**src/verilog/layer_pkg.sv**
```systemverilog
`default_nettype none

package layer_pkg;

	// cycles spent in waking before the node is released
	localparam int wake_cycles = 2;
	localparam int wake_cnt_width = 2;

	// always-on sleep controller states
	typedef enum logic [1:0] {
		st_asleep,
		st_waking,
		st_active
	} sleep_state_e;

	// layer power sequence, one step per cycle in either direction
	typedef enum logic [2:0] {
		step_off,
		step_power_on,
		step_clk_on,
		step_iso_off,
		step_rst_off
	} pwr_step_e;

	// the four layer control outputs
	typedef struct packed {
		logic power_on;
		logic release_clk;
		logic release_iso;
		logic release_rst;
	} layer_ctrl_t;

endpackage

`default_nettype wire

```
**src/verilog/mbus_pkg.sv**
```systemverilog
`default_nettype none

package mbus_pkg;

	// frame field widths
	localparam int addr_width = 8;
	localparam int data_width = 32;

	// address and data travel through one shift register
	localparam int msg_bits = addr_width + data_width;

	// arbitration + address + data + acknowledge
	localparam int frame_bits = 1 + msg_bits + 1;

	// wide enough to count every bit of a frame
	localparam int cnt_width = $clog2(frame_bits);

	// every member node accepts frames to this address
	localparam logic [addr_width-1:0] broadcast_addr = 8'h00;

	// sleep command, consumed by the node and never handed to the layer
	localparam logic [addr_width-1:0] sleep_addr = 8'h01;

	// where the node is inside the current frame
	typedef enum logic [2:0] {
		ph_idle,	// bus idle, waiting for clkin to move
		ph_arb,		// arbitration bit in flight
		ph_addr,	// address bits, msb first
		ph_data,	// data bits, msb first
		ph_ack,		// acknowledge bit
		ph_done		// one cycle of frame wrap-up
	} frame_phase_e;

	// one message on the transmit or receive port
	typedef struct packed {
		logic [addr_width-1:0] addr;
		logic [data_width-1:0] data;
		logic                  broadcast;	// addr is broadcast_addr
	} mbus_msg_t;

endpackage

`default_nettype wire

```
**src/verilog/mbus_layer_power.sv**
```systemverilog
`timescale 1ns/100ps
`default_nettype none

module mbus_layer_power
	import layer_pkg::*;
(
	input  wire         clk_ext,
	input  wire         arst_n,
	input  wire         pwr_up_req,
	input  wire         pwr_down_req,
	output layer_ctrl_t layer_ctrl,
	output logic        layer_ready
);

	pwr_step_e step;
	pwr_step_e step_next;
	logic going_up;
	logic going_up_q;

	// latest request decides the direction
	always_comb begin
		going_up = going_up_q;
		if (pwr_up_req)
			going_up = 1'b1;
		if (pwr_down_req)
			going_up = 1'b0;
	end

	always_comb begin
		step_next = step;
		case (step)
			step_off:      step_next = going_up ? step_power_on : step_off;
			step_power_on: step_next = going_up ? step_clk_on : step_off;
			step_clk_on:   step_next = going_up ? step_iso_off : step_power_on;
			step_iso_off:  step_next = going_up ? step_rst_off : step_clk_on;
			step_rst_off:  step_next = going_up ? step_rst_off : step_iso_off;
			default:       step_next = step_off;
		endcase
	end

	always_ff @(posedge clk_ext or negedge arst_n) begin
		if (!arst_n) begin
			step <= step_off;
			going_up_q <= 1'b0;
		end else begin
			step <= step_next;
			going_up_q <= going_up;
		end
	end

	// thermometer decode of the current step
	assign layer_ctrl.power_on = (step != step_off);
	assign layer_ctrl.release_clk = (step inside {step_clk_on, step_iso_off, step_rst_off});
	assign layer_ctrl.release_iso = (step inside {step_iso_off, step_rst_off});
	assign layer_ctrl.release_rst = (step == step_rst_off);
	assign layer_ready = (step == step_rst_off);

	rst_needs_power: assert property (@(posedge clk_ext) disable iff (!arst_n)
		layer_ctrl.release_rst |-> layer_ctrl.power_on);

endmodule

`default_nettype wire

```
**src/verilog/mbus_member_layer.sv**
```systemverilog
`timescale 1ns/100ps
`default_nettype none

module mbus_member_layer
	import mbus_pkg::*;
	import layer_pkg::*;
#(
	parameter logic [addr_width-1:0] short_addr = 8'h5a
) (
	input  wire         clk_ext,
	input  wire         arst_n,
	input  wire         clkin,
	input  wire         din,
	output logic        clkout,
	output logic        dout,
	input  mbus_msg_t   tx_msg,
	input  wire         tx_req,
	output logic        tx_ack,
	output logic        tx_succ,
	output logic        tx_fail,
	input  wire         tx_resp_ack,
	output mbus_msg_t   rx_msg,
	output logic        rx_req,
	input  wire         rx_ack,
	output layer_ctrl_t layer_ctrl,
	input  wire         req_int,
	input  wire         wakeup_proc
);

	logic node_en, iso, rst_release;
	logic sleep_req;
	logic pwr_up_req, pwr_down_req, layer_ready;
	logic node_dout, node_clkout;
	logic clr_int, int_pending;

	// always on
	mbus_sleep_ctrl s0 (
		.clk_ext(clk_ext), .arst_n(arst_n), .din(din),
		.wakeup_proc(wakeup_proc), .int_pending(int_pending), .sleep_req(sleep_req),
		.node_en(node_en), .iso(iso), .rst_release(rst_release)
	);

	mbus_node_ctrl #(.short_addr(short_addr)) m0 (
		.clk_ext(clk_ext), .arst_n(arst_n), .node_en(node_en), .rst_release(rst_release),
		.clkin(clkin), .din(din), .node_dout(node_dout), .node_clkout(node_clkout),
		.tx_msg(tx_msg), .tx_req(tx_req), .tx_ack(tx_ack),
		.tx_succ(tx_succ), .tx_fail(tx_fail), .tx_resp_ack(tx_resp_ack),
		.rx_msg(rx_msg), .rx_req(rx_req), .rx_ack(rx_ack),
		.wakeup_proc(wakeup_proc), .layer_ready(layer_ready),
		.pwr_up_req(pwr_up_req), .pwr_down_req(pwr_down_req),
		.sleep_req(sleep_req), .clr_int(clr_int)
	);

	mbus_layer_power lp0 (
		.clk_ext(clk_ext), .arst_n(arst_n),
		.pwr_up_req(pwr_up_req), .pwr_down_req(pwr_down_req),
		.layer_ctrl(layer_ctrl), .layer_ready(layer_ready)
	);

	// always on, passes the ring through while isolated
	mbus_wire_ctrl wc0 (
		.clk_ext(clk_ext), .arst_n(arst_n), .din(din), .clkin(clkin), .iso(iso),
		.node_dout(node_dout), .node_clkout(node_clkout),
		.req_int(req_int), .clr_int(clr_int),
		.dout(dout), .clkout(clkout), .int_pending(int_pending)
	);

endmodule

`default_nettype wire

```
**src/verilog/mbus_node_ctrl.sv**
```systemverilog
`timescale 1ns/100ps
`default_nettype none

module mbus_node_ctrl
	import mbus_pkg::*;
#(
	parameter logic [addr_width-1:0] short_addr = 8'h5a
) (
	input  wire       clk_ext,
	input  wire       arst_n,
	input  wire       node_en,
	input  wire       rst_release,
	input  wire       clkin,
	input  wire       din,
	output logic      node_dout,
	output logic      node_clkout,
	input  mbus_msg_t tx_msg,
	input  wire       tx_req,
	output logic      tx_ack,
	output logic      tx_succ,
	output logic      tx_fail,
	input  wire       tx_resp_ack,
	output mbus_msg_t rx_msg,
	output logic      rx_req,
	input  wire       rx_ack,
	input  wire       wakeup_proc,
	input  wire       layer_ready,
	output logic      pwr_up_req,
	output logic      pwr_down_req,
	output logic      sleep_req,
	output logic      clr_int
);

	frame_phase_e phase;
	logic [cnt_width-1:0] bit_cnt;
	logic [1:0] clkin_sync, din_sync;
	logic clkin_d, clkin_rise, clkin_fall, din_s;
	logic node_rst_n;
	logic drive_en, drive_bit;
	logic tx_pend, tx_own;
	logic rx_acc, rx_sleep, rx_valid;
	logic sleep_wait, rst_d;
	logic tx_load, bit_fall, bit_rise, rx_store;
	logic [addr_width-1:0] addr_now;
	logic [msg_bits-1:0] tx_shift, rx_shift;

	// node logic sits in reset until the sleep ctrl releases it
	assign node_rst_n = arst_n & rst_release;

	// bus inputs are sampled whether awake or not
	always_ff @(posedge clk_ext or negedge arst_n) begin
		if (!arst_n) begin
			clkin_sync <= 2'b11;
			din_sync <= 2'b11;
			clkin_d <= 1'b1;
		end else begin
			clkin_sync <= {clkin_sync[0], clkin};
			din_sync <= {din_sync[0], din};
			clkin_d <= clkin_sync[1];
		end
	end

	assign din_s = din_sync[1];
	assign clkin_rise = clkin_sync[1] & ~clkin_d;
	assign clkin_fall = ~clkin_sync[1] & clkin_d;
	assign node_clkout = clkin_d;	// data leads the forwarded clock by a cycle
	assign node_dout = drive_en ? drive_bit : din_s;
	assign addr_now = {rx_shift[addr_width-2:0], din_s};

	// strobes shared by the control and payload registers
	assign tx_load = node_en & tx_req & ~tx_ack & ~tx_pend & ~tx_succ & ~tx_fail;
	assign bit_fall = node_en & clkin_fall & tx_own & (phase inside {ph_addr, ph_data});
	assign bit_rise = node_en & clkin_rise & (phase inside {ph_addr, ph_data});
	assign rx_store = node_en & (phase == ph_done) & rx_acc & ~rx_sleep;

	always_ff @(posedge clk_ext or negedge node_rst_n) begin
		if (!node_rst_n) begin
			phase <= ph_idle;
			bit_cnt <= '0;
			drive_en <= 1'b0;
			drive_bit <= 1'b1;
			tx_pend <= 1'b0;
			tx_own <= 1'b0;
			tx_ack <= 1'b0;
			tx_succ <= 1'b0;
			tx_fail <= 1'b0;
			rx_acc <= 1'b0;
			rx_sleep <= 1'b0;
			rx_valid <= 1'b0;
			rx_req <= 1'b0;
			pwr_up_req <= 1'b0;
			pwr_down_req <= 1'b0;
			sleep_req <= 1'b0;
			sleep_wait <= 1'b0;
			clr_int <= 1'b0;
			rst_d <= 1'b0;
		end else if (node_en) begin
			pwr_up_req <= 1'b0;		// single-cycle pulses
			pwr_down_req <= 1'b0;
			sleep_req <= 1'b0;
			clr_int <= 1'b0;
			rst_d <= 1'b1;
			if (!rst_d) begin
				clr_int <= 1'b1;		// first active cycle
				pwr_up_req <= wakeup_proc;
			end
			if (tx_load) begin
				tx_pend <= 1'b1;
				tx_ack <= 1'b1;
			end else if (tx_ack && !tx_req) begin
				tx_ack <= 1'b0;
			end
			if (tx_resp_ack) begin
				tx_succ <= 1'b0;
				tx_fail <= 1'b0;
			end
			if (rx_valid && layer_ready && !rx_req && !rx_ack) begin
				rx_req <= 1'b1;
			end else if (rx_req && rx_ack) begin
				rx_req <= 1'b0;
				rx_valid <= 1'b0;
			end
			if (sleep_wait && !layer_ready) begin	// layer on its way down
				sleep_req <= 1'b1;
				sleep_wait <= 1'b0;
			end
			case (phase)
				ph_idle, ph_arb: begin
					if (clkin_fall) begin
						phase <= ph_arb;
						drive_en <= tx_pend;		// request the bus
						drive_bit <= 1'b0;
					end else if (clkin_rise) begin
						// won only if nobody upstream pulled din low
						tx_own <= tx_pend & drive_en & din_s;
						drive_en <= tx_pend & drive_en & din_s;
						bit_cnt <= cnt_width'(1);
						phase <= ph_addr;
					end
				end
				ph_addr, ph_data: begin
					if (bit_fall) begin
						drive_bit <= tx_shift[msg_bits-1];
					end else if (bit_rise) begin
						bit_cnt <= bit_cnt + 1'b1;
						if (bit_cnt == cnt_width'(addr_width)) begin
							phase <= ph_data;
							rx_sleep <= (addr_now == sleep_addr);
							rx_acc <= !tx_own && ((addr_now == sleep_addr) ||
								((addr_now == short_addr || addr_now == broadcast_addr) &&
								!rx_valid));		// busy receiver drops the frame
						end else if (bit_cnt == cnt_width'(frame_bits - 2)) begin
							phase <= ph_ack;
						end
					end
				end
				ph_ack: begin
					if (clkin_fall) begin
						drive_en <= rx_acc;		// ack is active low
						drive_bit <= 1'b0;
					end else if (clkin_rise) begin
						drive_en <= 1'b0;
						phase <= ph_done;
						if (tx_own) begin
							tx_succ <= !din_s;
							tx_fail <= din_s;
							tx_pend <= 1'b0;
						end
					end
				end
				ph_done: begin
					phase <= ph_idle;
					tx_own <= 1'b0;
					rx_acc <= 1'b0;
					if (rx_acc && rx_sleep) begin
						pwr_down_req <= 1'b1;
						sleep_wait <= 1'b1;
					end else if (rx_acc) begin
						rx_valid <= 1'b1;
						pwr_up_req <= 1'b1;
					end
				end
				default: phase <= ph_idle;
			endcase
		end
	end

	// message payload
	always_ff @(posedge clk_ext) begin
		if (tx_load)
			tx_shift <= {tx_msg.broadcast ? broadcast_addr : tx_msg.addr, tx_msg.data};
		else if (bit_fall)
			tx_shift <= {tx_shift[msg_bits-2:0], 1'b0};
		if (bit_rise)
			rx_shift <= {rx_shift[msg_bits-2:0], din_s};
		if (rx_store) begin
			rx_msg.addr <= rx_shift[msg_bits-1 -: addr_width];
			rx_msg.data <= rx_shift[data_width-1:0];
			rx_msg.broadcast <= (rx_shift[msg_bits-1 -: addr_width] == broadcast_addr);
		end
	end

	// the layer must be powered before it sees a message
	rx_req_powered: assert property (@(posedge clk_ext) disable iff (!arst_n)
		$rose(rx_req) |-> $past(layer_ready));

endmodule

`default_nettype wire

```
**src/verilog/mbus_sleep_ctrl.sv**
```systemverilog
`timescale 1ns/100ps
`default_nettype none

module mbus_sleep_ctrl
	import layer_pkg::*;
(
	input  wire  clk_ext,
	input  wire  arst_n,
	input  wire  din,
	input  wire  wakeup_proc,
	input  wire  int_pending,
	input  wire  sleep_req,
	output logic node_en,
	output logic iso,
	output logic rst_release
);

	sleep_state_e state;
	logic [1:0] din_sync;
	logic din_d;
	logic din_fall;
	logic wake;
	logic [wake_cnt_width-1:0] wake_cnt;

	// din is asynchronous to clk_ext
	always_ff @(posedge clk_ext or negedge arst_n) begin
		if (!arst_n) begin
			din_sync <= 2'b11;
			din_d <= 1'b1;
		end else begin
			din_sync <= {din_sync[0], din};
			din_d <= din_sync[1];
		end
	end

	assign din_fall = din_d & ~din_sync[1];	// start of bus activity
	assign wake = din_fall | wakeup_proc | int_pending;

	always_ff @(posedge clk_ext or negedge arst_n) begin
		if (!arst_n) begin
			state <= st_asleep;
			wake_cnt <= '0;
			iso <= 1'b1;
			rst_release <= 1'b0;
		end else begin
			case (state)
				st_asleep: begin
					wake_cnt <= '0;
					if (wake)
						state <= st_waking;
				end
				st_waking: begin
					wake_cnt <= wake_cnt + 1'b1;
					if (wake_cnt == wake_cnt_width'(wake_cycles - 1)) begin
						state <= st_active;
						iso <= 1'b0;		// isolation and reset lift together
						rst_release <= 1'b1;
					end
				end
				st_active: begin
					if (sleep_req) begin
						state <= st_asleep;
						iso <= 1'b1;
						rst_release <= 1'b0;
					end
				end
				default: state <= st_asleep;
			endcase
		end
	end

	assign node_en = (state != st_asleep);	// clock enable for the node

	iso_rst_excl: assert property (@(posedge clk_ext) disable iff (!arst_n)
		!(iso && rst_release));

	// isolation lifts a fixed number of cycles after the node starts running
	wake_delay: assert property (@(posedge clk_ext) disable iff (!arst_n)
		$rose(node_en) |-> ##(wake_cycles) $fell(iso));

endmodule

`default_nettype wire

```
**src/verilog/mbus_wire_ctrl.sv**
```systemverilog
`timescale 1ns/100ps
`default_nettype none

module mbus_wire_ctrl (
	input  wire  clk_ext,
	input  wire  arst_n,
	input  wire  din,
	input  wire  clkin,
	input  wire  iso,
	input  wire  node_dout,
	input  wire  node_clkout,
	input  wire  req_int,
	input  wire  clr_int,
	output logic dout,
	output logic clkout,
	output logic int_pending
);

	logic req_int_d;
	logic int_drive;

	// interrupt latch set on a rising req_int
	always_ff @(posedge clk_ext or negedge arst_n) begin
		if (!arst_n) begin
			req_int_d <= 1'b0;
			int_pending <= 1'b0;
		end else begin
			req_int_d <= req_int;
			if (req_int && !req_int_d)
				int_pending <= 1'b1;	// a fresh request wins over clear
			else if (clr_int)
				int_pending <= 1'b0;
		end
	end

	// only pull dout low while the bus clock is parked high
	assign int_drive = int_pending & clkin;

	// bypass path while the node is isolated
	assign dout = iso ? (din & ~int_drive) : node_dout;
	assign clkout = iso ? clkin : node_clkout;

endmodule

`default_nettype wire
```
**config.mk**
```make
export PLATFORM = sky130hd
export DESIGN_NAME = mbus_member_layer
export DESIGN_NICKNAME = d
export VERILOG_FILES = /design/src/verilog/layer_pkg.sv /design/src/verilog/mbus_pkg.sv /design/src/verilog/mbus_layer_power.sv /design/src/verilog/mbus_member_layer.sv /design/src/verilog/mbus_node_ctrl.sv /design/src/verilog/mbus_sleep_ctrl.sv /design/src/verilog/mbus_wire_ctrl.sv
export SDC_FILE = /design/constraint.sdc
export NUM_CORES = 1
export LEC_CHECK = 0
export ABC_AREA = 1
export BUFFER_PORTS_ARGS = -buffer_cell sky130_fd_sc_hd__buf_2
export CELL_PAD_IN_SITES_DETAIL_PLACEMENT = 0
export CELL_PAD_IN_SITES_GLOBAL_PLACEMENT = 2
export CORE_MARGIN = 2
export CORE_UTILIZATION = 37
export CTS_CLUSTER_SIZE = 24
export DETAILED_ROUTE_END_ITERATION = 8
export PLACE_DENSITY_LB_ADDON = 0.12
export SLEW_MARGIN = 40
export SYNTH_ARGS = -nofsm -noshare
export SYNTH_HDL_FRONTEND = slang
export SYNTH_SLANG_ARGS = --single-unit
```
**constraint.sdc**
```tcl
create_clock -name clk_ext -period 1.3 [get_ports clk_ext]
set_input_delay 0.195 -clock clk_ext [delete_from_list [all_inputs] [get_ports clk_ext]]
set_output_delay 0.195 -clock clk_ext [all_outputs]
set_load 0.02 [all_outputs]
```
==> results of run 1 <==
flip-flops by register name (all words and copies together) (netlist names), 2 cells and up:
| register | count |
|---|---|
| s0.wake_cnt | 2 |
| m0.clkin_sync | 2 |
| m0.rx_msg | 41 |
| s0.state | 2 |
| m0.tx_shift | 40 |
| m0.phase | 3 |
| m0.rx_shift | 40 |
| m0.din_sync | 2 |
| lp0.step | 3 |
| m0.bit_cnt | 6 |
routing by layer:
| layer | track usage (%) | wire length, um |
|---|---|---|
| met5 | 0 | 0 |
| met4 | 5.73 | 172 |
| met3 | 3.55 | 586 |
| met2 | 27.2 | 7790 |
| met1 | 22.0 | 6780 |
cell usage in the layout, fill, tap and decap left out, types with 17 or more instances in the layout:
cell type,n
nand2_1,145
edfxtp_1,121
buf_2,91
buf_4,58
buf_6,36
dfrtp_1,34
inv_1,29
nand2_2,27
clkbuf_16,24
nand2_4,17
worst paths after layout:
check	slack (ns)	to
worst max-delay path	-0.35	m0.tx_shift[26]
worst min-delay path	0.03	m0.tx_shift[19]
worst max register to register	-0.35	m0.tx_shift[26]
worst min register to register	0.29	m0.tx_ack
max in group asynchronous	0.49	m0.rx_acc
min in group asynchronous	0.28	s0.wake_cnt[0]
metrics by stage:
step	TNS [ns]	utilization, %	hold slack [ns]
2_1_floorplan	-65.29	-	-0.101
3_3_place_gp	-31.33	44.9	0.179
3_5_place_dp	-34.48	44.9	0.184
4_1_cts	-50.24	54.6	0.00360
5_1_grt	-55.68	57.7	0.0119
6_report	-44.50	57.7	0.0258
logic make-up after synthesis:
family | Yosys count | synth area share, %
XOR/XNOR | 3 | 0.410
flip-flops | 165 | 74.1
AO/OA/AOI/OAI | 46 | 4.14
adder cells (fa/ha/maj) | 3 | 0.586
AND/OR/NAND/NOR | 265 | 16.8
buffers and inverters | 59 | 3.99
power breakdown:
group,switching (uW),internal (uW)
logic,2470,2490
clock network,2540,2690
registers,369,6460
total,5380,11600
synth_stat cells (3+ instances only):
master	count
inv_1	45
nor3_1	6
edfxtp_1	121
nor2_2	5
ha_1	3
o22ai_1	3
buf_2	6
inv_2	3
o21ai_2	6
o21ai_1	3
buf_6	3
nor2_1	32
dfrtp_1	36
dfstp_2	8
nand2_1	188
o21ai_0	21
xor2_1	3
nand3_1	25
a21oi_1	10
worst max-delay path: stages, from the launching register on:
cell and delay [ns]:
dfstp_2 0.55, buf_6 0.11, nand2_4 0.06, inv_4 0.06
nand3_4 0.07, o21ai_4 0.19, buf_6 0.18, clkbuf_16 0.16
what timing repair did:
action	4_1_cts	5_1_grt
endpoints found under the setup margin	187	198
pin swaps	21	34
hold buffers	5	0
setup buffers	31	20
cloned	14	10
resized for setup	105	110
endpoints found under the hold margin	29	0
final cells by class:
cell class | count | area, um2
fillers | 1464 | 7230
flip-flops and latches | 165 | 4750
repair buffers | 224 | 2120
multi-input cells | 317 | 1890
clock buffers | 17 | 425
well taps | 225 | 282
clock inverters | 15 | 219
inverters | 48 | 203
==> results.md, run 1 <==
* Number of I/O pins at a little over 100
* Area contributors post-synth: edfxtp_1 (57%), dfrtp_1 (14%), nand2_1 (11%)
* # nets final at roughly 830
* Min-Delay Startpoint: tx_msg[20]
* Area Overhead vs Synth at 54.4%
* GPL Wtd Cong at around 0.8
* Clock Tree Buf Depth at 2
* Initial Util at 37.4%
* Worst slack, placed at -0.288 ns
* Area of placed instances at between 7000 and 8000 um2
* Initial DRC count at around 210
* Number of core rows at 48
* Min Tclk post-route at ~1.6 ns
* Max_slew headroom at 69.9%
* Largest net degree at the start of global routing at 32
* Max Clock Freq at ~0.61 GHz
* CP arrival at between 1.5 and 2 ns
* Worst Hold Depth at 3
* CTS tree: done
* Type of the most critical hold path: primary input to flip-flop
* Worst setup SP type: flip-flop
* Port Buffers at 100
* Synth Register Bits at approximately 170
* Post-Layout Cell Count at about 1000
* PD cells at 1720 nW/um2
* Worst-case reg-to-reg path depth at 7
* Synth Instances at about 540
* Setup WS post-layout at -0.349 ns
* Leak Pwr at approximately 0.0043 uW
* Setup violations, final at 188
* Cts bufs inserted at 17
* Fin. Hold Viols at 0
* Root Driver: clkbuf_16
* Leading area contributor after synthesis: edfxtp_1
* Share of the yosys chip area belonging to registers at roughly three quarters
* VDD IR max at between 1 and 1.5 mV
* Core Region at about 17000 um2
* CTS H-tree lvls at 4
* Top FF cell, synth: edfxtp_1
* Number of enable flip-flop cells after synthesis at about 120
* RSZ-0062 raised after global routing: yes
* Die H at between 100 and 150 um
* Sink Count at ~170
* Ys async rst share at roughly a quarter
* Post-DR vias/cell at between 4 and 5
* CP required at ~1.5 ns
* Max Cap Viol at 0
* Outcome: complete, but fails checks
* Total power at roughly 17000 uW
* Post-DP HPWL at 8.71 mm
* Clock Skews at about 0.0094 ns
* Layout cells sized above 1 at 48.3%
* Clock Latency Late Sink at 0.43 ns
* Final cycle utilization of the critical path at 127%
* Drt drc at 0
* Design Area, Final at 9880 um2
* Syn Nets at between 500 and 600
* Iteration count of the initial detailed-routing pass at 5
* Vias at roughly 4600
* Drt total wl at 15.3 mm
* Final antenna-violating net count at 0
* Worst-path maximum fanout at 6
* Gr usage total at 16.6%
* Syn_area_per_cell at between 10 and 15 um2
* Post-Syn Area at approximately 6400 um2
* Synth Warn # at 0
* Initial antenna violation count at 0
* Worst setup path start: m0.node_clkout
* Wire per inst at 15.2 um
* Slew Viols, Final at 0
* Die area at 18400 um2
* Failing checks: setup timing
* CP Capture Type: flip-flop
* Synth unique cells at 31
* Clock-pin slew on the worst setup and hold paths at 0.08 ns
* Synth top area share at between 50 and 60%
* FF-to-FF Start: m0.node_clkout
* First-pass GRT wire length at roughly 23 mm
* Die Wd at roughly 140 um
* Placed cells at just over 900
* N_diodes at 0
* Worst Max-Slew Pin Slew at about 0.45 ns
* GRT overflow at 0
* Critical path class: flip-flop to flip-flop
* Vias in the first global route at ~4500
Power figures use the tool's default switching activity.
==> inputs of run 2 (changes only) <==
CORE_UTILIZATION = 40   (was 37)
TNS_END_PERCENT = 5   (was default)
clock period = 2 ns   (was 1.3 ns; I/O delays follow)
==> results.md, run 2 (synthesized netlist as in run 1, its figures left out) <==
* Outcome: complete, no violations
* Initial DRC count at 260
* Layout fillers at around 1500
* Post-DR vias/cell at 4.60
* Drt total wl at ~12 mm
* Net Sw Frac at roughly 29%
* Critical path class: flip-flop to output port
* Initial antenna violation count at 0
* Clock-pin slew on the worst setup and hold paths at 0.06 ns
* Worst-path maximum fanout at 6
* Slew Viols, Final at 0
* Area Overhead vs Synth at 22.5%
* Placed cells at roughly 860
* NetSw at 2650 uW
* # nets final at just over 700
* Sink Count at roughly 170
* Vias in the first global route at ~4000
* Max_slew headroom at between 60% and 70%
* Worst setup SP type: flip-flop
* Clock Power Share at 34.5%
* Area of all sequential standard cells at approximately 4700 um2
* Final Util at 49.7%
* Number of I/O pins at 101
* Clock Skews at approximately 0.0073 ns
* Clock Latency Late Sink at approximately 0.42 ns
* Root Driver: clkbuf_16
* Commonest non-fill, non-tap cell in the layout: nand2_1
* PD cells at between 1000 and 1500 nW/um2
* GPL Wtd Cong at around 0.82
* Clock Tree Buf Depth at 2
* Leak Pwr at approximately 0.0034 uW
* Max FFs per register at slightly above 40
* Iteration count of the initial detailed-routing pass at 4
* Core Region at roughly 16000 um2
* Min-Delay Startpoint: rx_ack
* Die area at 17000 um2
* RSZ-0062 raised after global routing: no
* FF-to-FF Start: m0.phase[2]
* Max Cap Viol at 0
* Vias at between 4000 and 5000
* Cts bufs inserted at 17
* Hold slack final at between 0.09 and 0.1 ns
* First-pass GRT wire length at between 15 and 20 mm
* GRT overflow at 0
* CP required at 1.70 ns
* Reg with most FFs: m0.rx_msg
* Fin. Hold Viols at 0
* Final cycle utilization of the critical path at roughly 93%
* Wire per inst at between 10 and 15 um
* Final antenna-violating net count at 0
* VDD IR max at 0.669 mV
* Biggest registers after layout: m0.rx_msg x41, m0.rx_shift x40, m0.tx_shift x40
* Worst setup path start: m0.din_sync[1]
* Combinational power share at about 17%
* Layout cells sized above 1 at about 25%
* CTS H-tree lvls at 4
* Max incr delay on CP at between 0.6 and 0.7 ns
* Worst Max-Slew Pin Slew at around 0.49 ns
* Initial Util at 40.6%
* Setup violations, final at 0
* Largest net degree at the start of global routing at 42
* Number of core rows at 46
* CTS tree: done
* CP arrival at ~1.6 ns
* Die Wd at roughly 130 um
* Slowest cell on crit path: dfstp_2
* Multi-input logic area at between 1000 and 1500 um2
* Drt drc at 0
* Die H at 131 um
* Type of the most critical hold path: primary input to flip-flop
* Commonest cells after routing, fill and taps aside: nand2_1 (188), edfxtp_1 (121), buf_2 (99), inv_1 (44), dfrtp_1 (36)
* CP Capture Type: output port
* CP Cell Sequence: inv_2 > nor2_1 > a21oi_1 > o21ai_0 > buf_4
* N_diodes at 0
* Sequential share of power at about half
* Post-DP HPWL at approximately 8.3 mm
* Max Clock Freq at around 0.54 GHz
* Post-Layout Cell Count at 890
* Min Tclk post-route at about 1.9 ns
* Pint at 6460 uW
* Port Buffers at 100
* Gr usage total at ~15%
==> run 2: critical path, delay by kind of cell (launching register included) <==
| kind | cells | cell delay [ns] |
|---|---|---|
| compound gates | 2 | 0.19 |
| buf+inv | 2 | 0.25 |
| flops | 1 | 0.62 |
| simple gates | 1 | 0.09 |
==> run 2: power by group through the flow <==
| stage | Combinational [uW] | Sequential (uW) | Clock [uW] |
|---|---|---|---|
| 6_report | 1550 | 4410 | 3140 |
| 2_1_floorplan | 1120 | 4430 | 0 |
| 5_1_grt | 1780 | 4460 | 3380 |
| 3_5_place_dp | 1540 | 4480 | 0 |
| 4_1_cts | 1560 | 4420 | 3220 |
| 3_3_place_gp | 1520 | 4480 | 0 |
==> run 2: area by class of cell <==
class	count	share of cell area, %
Timing Repair Buffer	114	8.36
Inverter	48	2.33
Tap cell	216	3.45
Clock inverter	13	1.80
Clock buffer	17	5.42
Sequential cell	165	60.5
Multi-Input combinational cell	317	18.1
==> run 2: metal layers <==
metal | up-vias | GRT usage [%] | share of wire [%]
met2 | 86 | 22.4 | 45
met5 | - | 0 | 0
met3 | 10 | 4.03 | 4.2
met1 | 1940 | 21.2 | 49
li1 | 2058 | - | -
met4 | 0 | 6.01 | 1.3
==> run 2: stage by stage <==
| stage | instance area, um2 | setup TNS [ns] | setup slack, ns | total power, uW |
|---|---|---|---|---|
| 2_1_floorplan | 6410 | -5.15 | -0.0758 | 5550 |
| 3_3_place_gp | 7220 | 0 | 0.248 | 6000 |
| 3_5_place_dp | 7220 | 0 | 0.196 | 6020 |
| 4_1_cts | 7830 | 0 | 0.0368 | 9200 |
| 5_1_grt | 7840 | 0 | 0.00872 | 9610 |
| 6_report | 7840 | 0 | 0.132 | 9100 |
==> run 2: path summary, 6_finish.rpt <==
check,end,slack [ns],cells after the start
setup reg to reg,m0.tx_shift[36],0.25,4
max in group asynchronous,m0.drive_bit,1.16,5
hold / removal,m0.rx_req,0.09,2
hold reg to reg,m0.tx_succ,0.36,3
min in group asynchronous,m0.tx_succ,0.36,3
setup / recovery,dout,0.13,5
==> run 2: repair_timing <==
action,CTS,global route
cloned,0,0
setup endpoints to repair,2,4
endpoints found under the hold margin,39,0
hold buffers,4,0
resized for setup,1,5
setup buffers,0,0
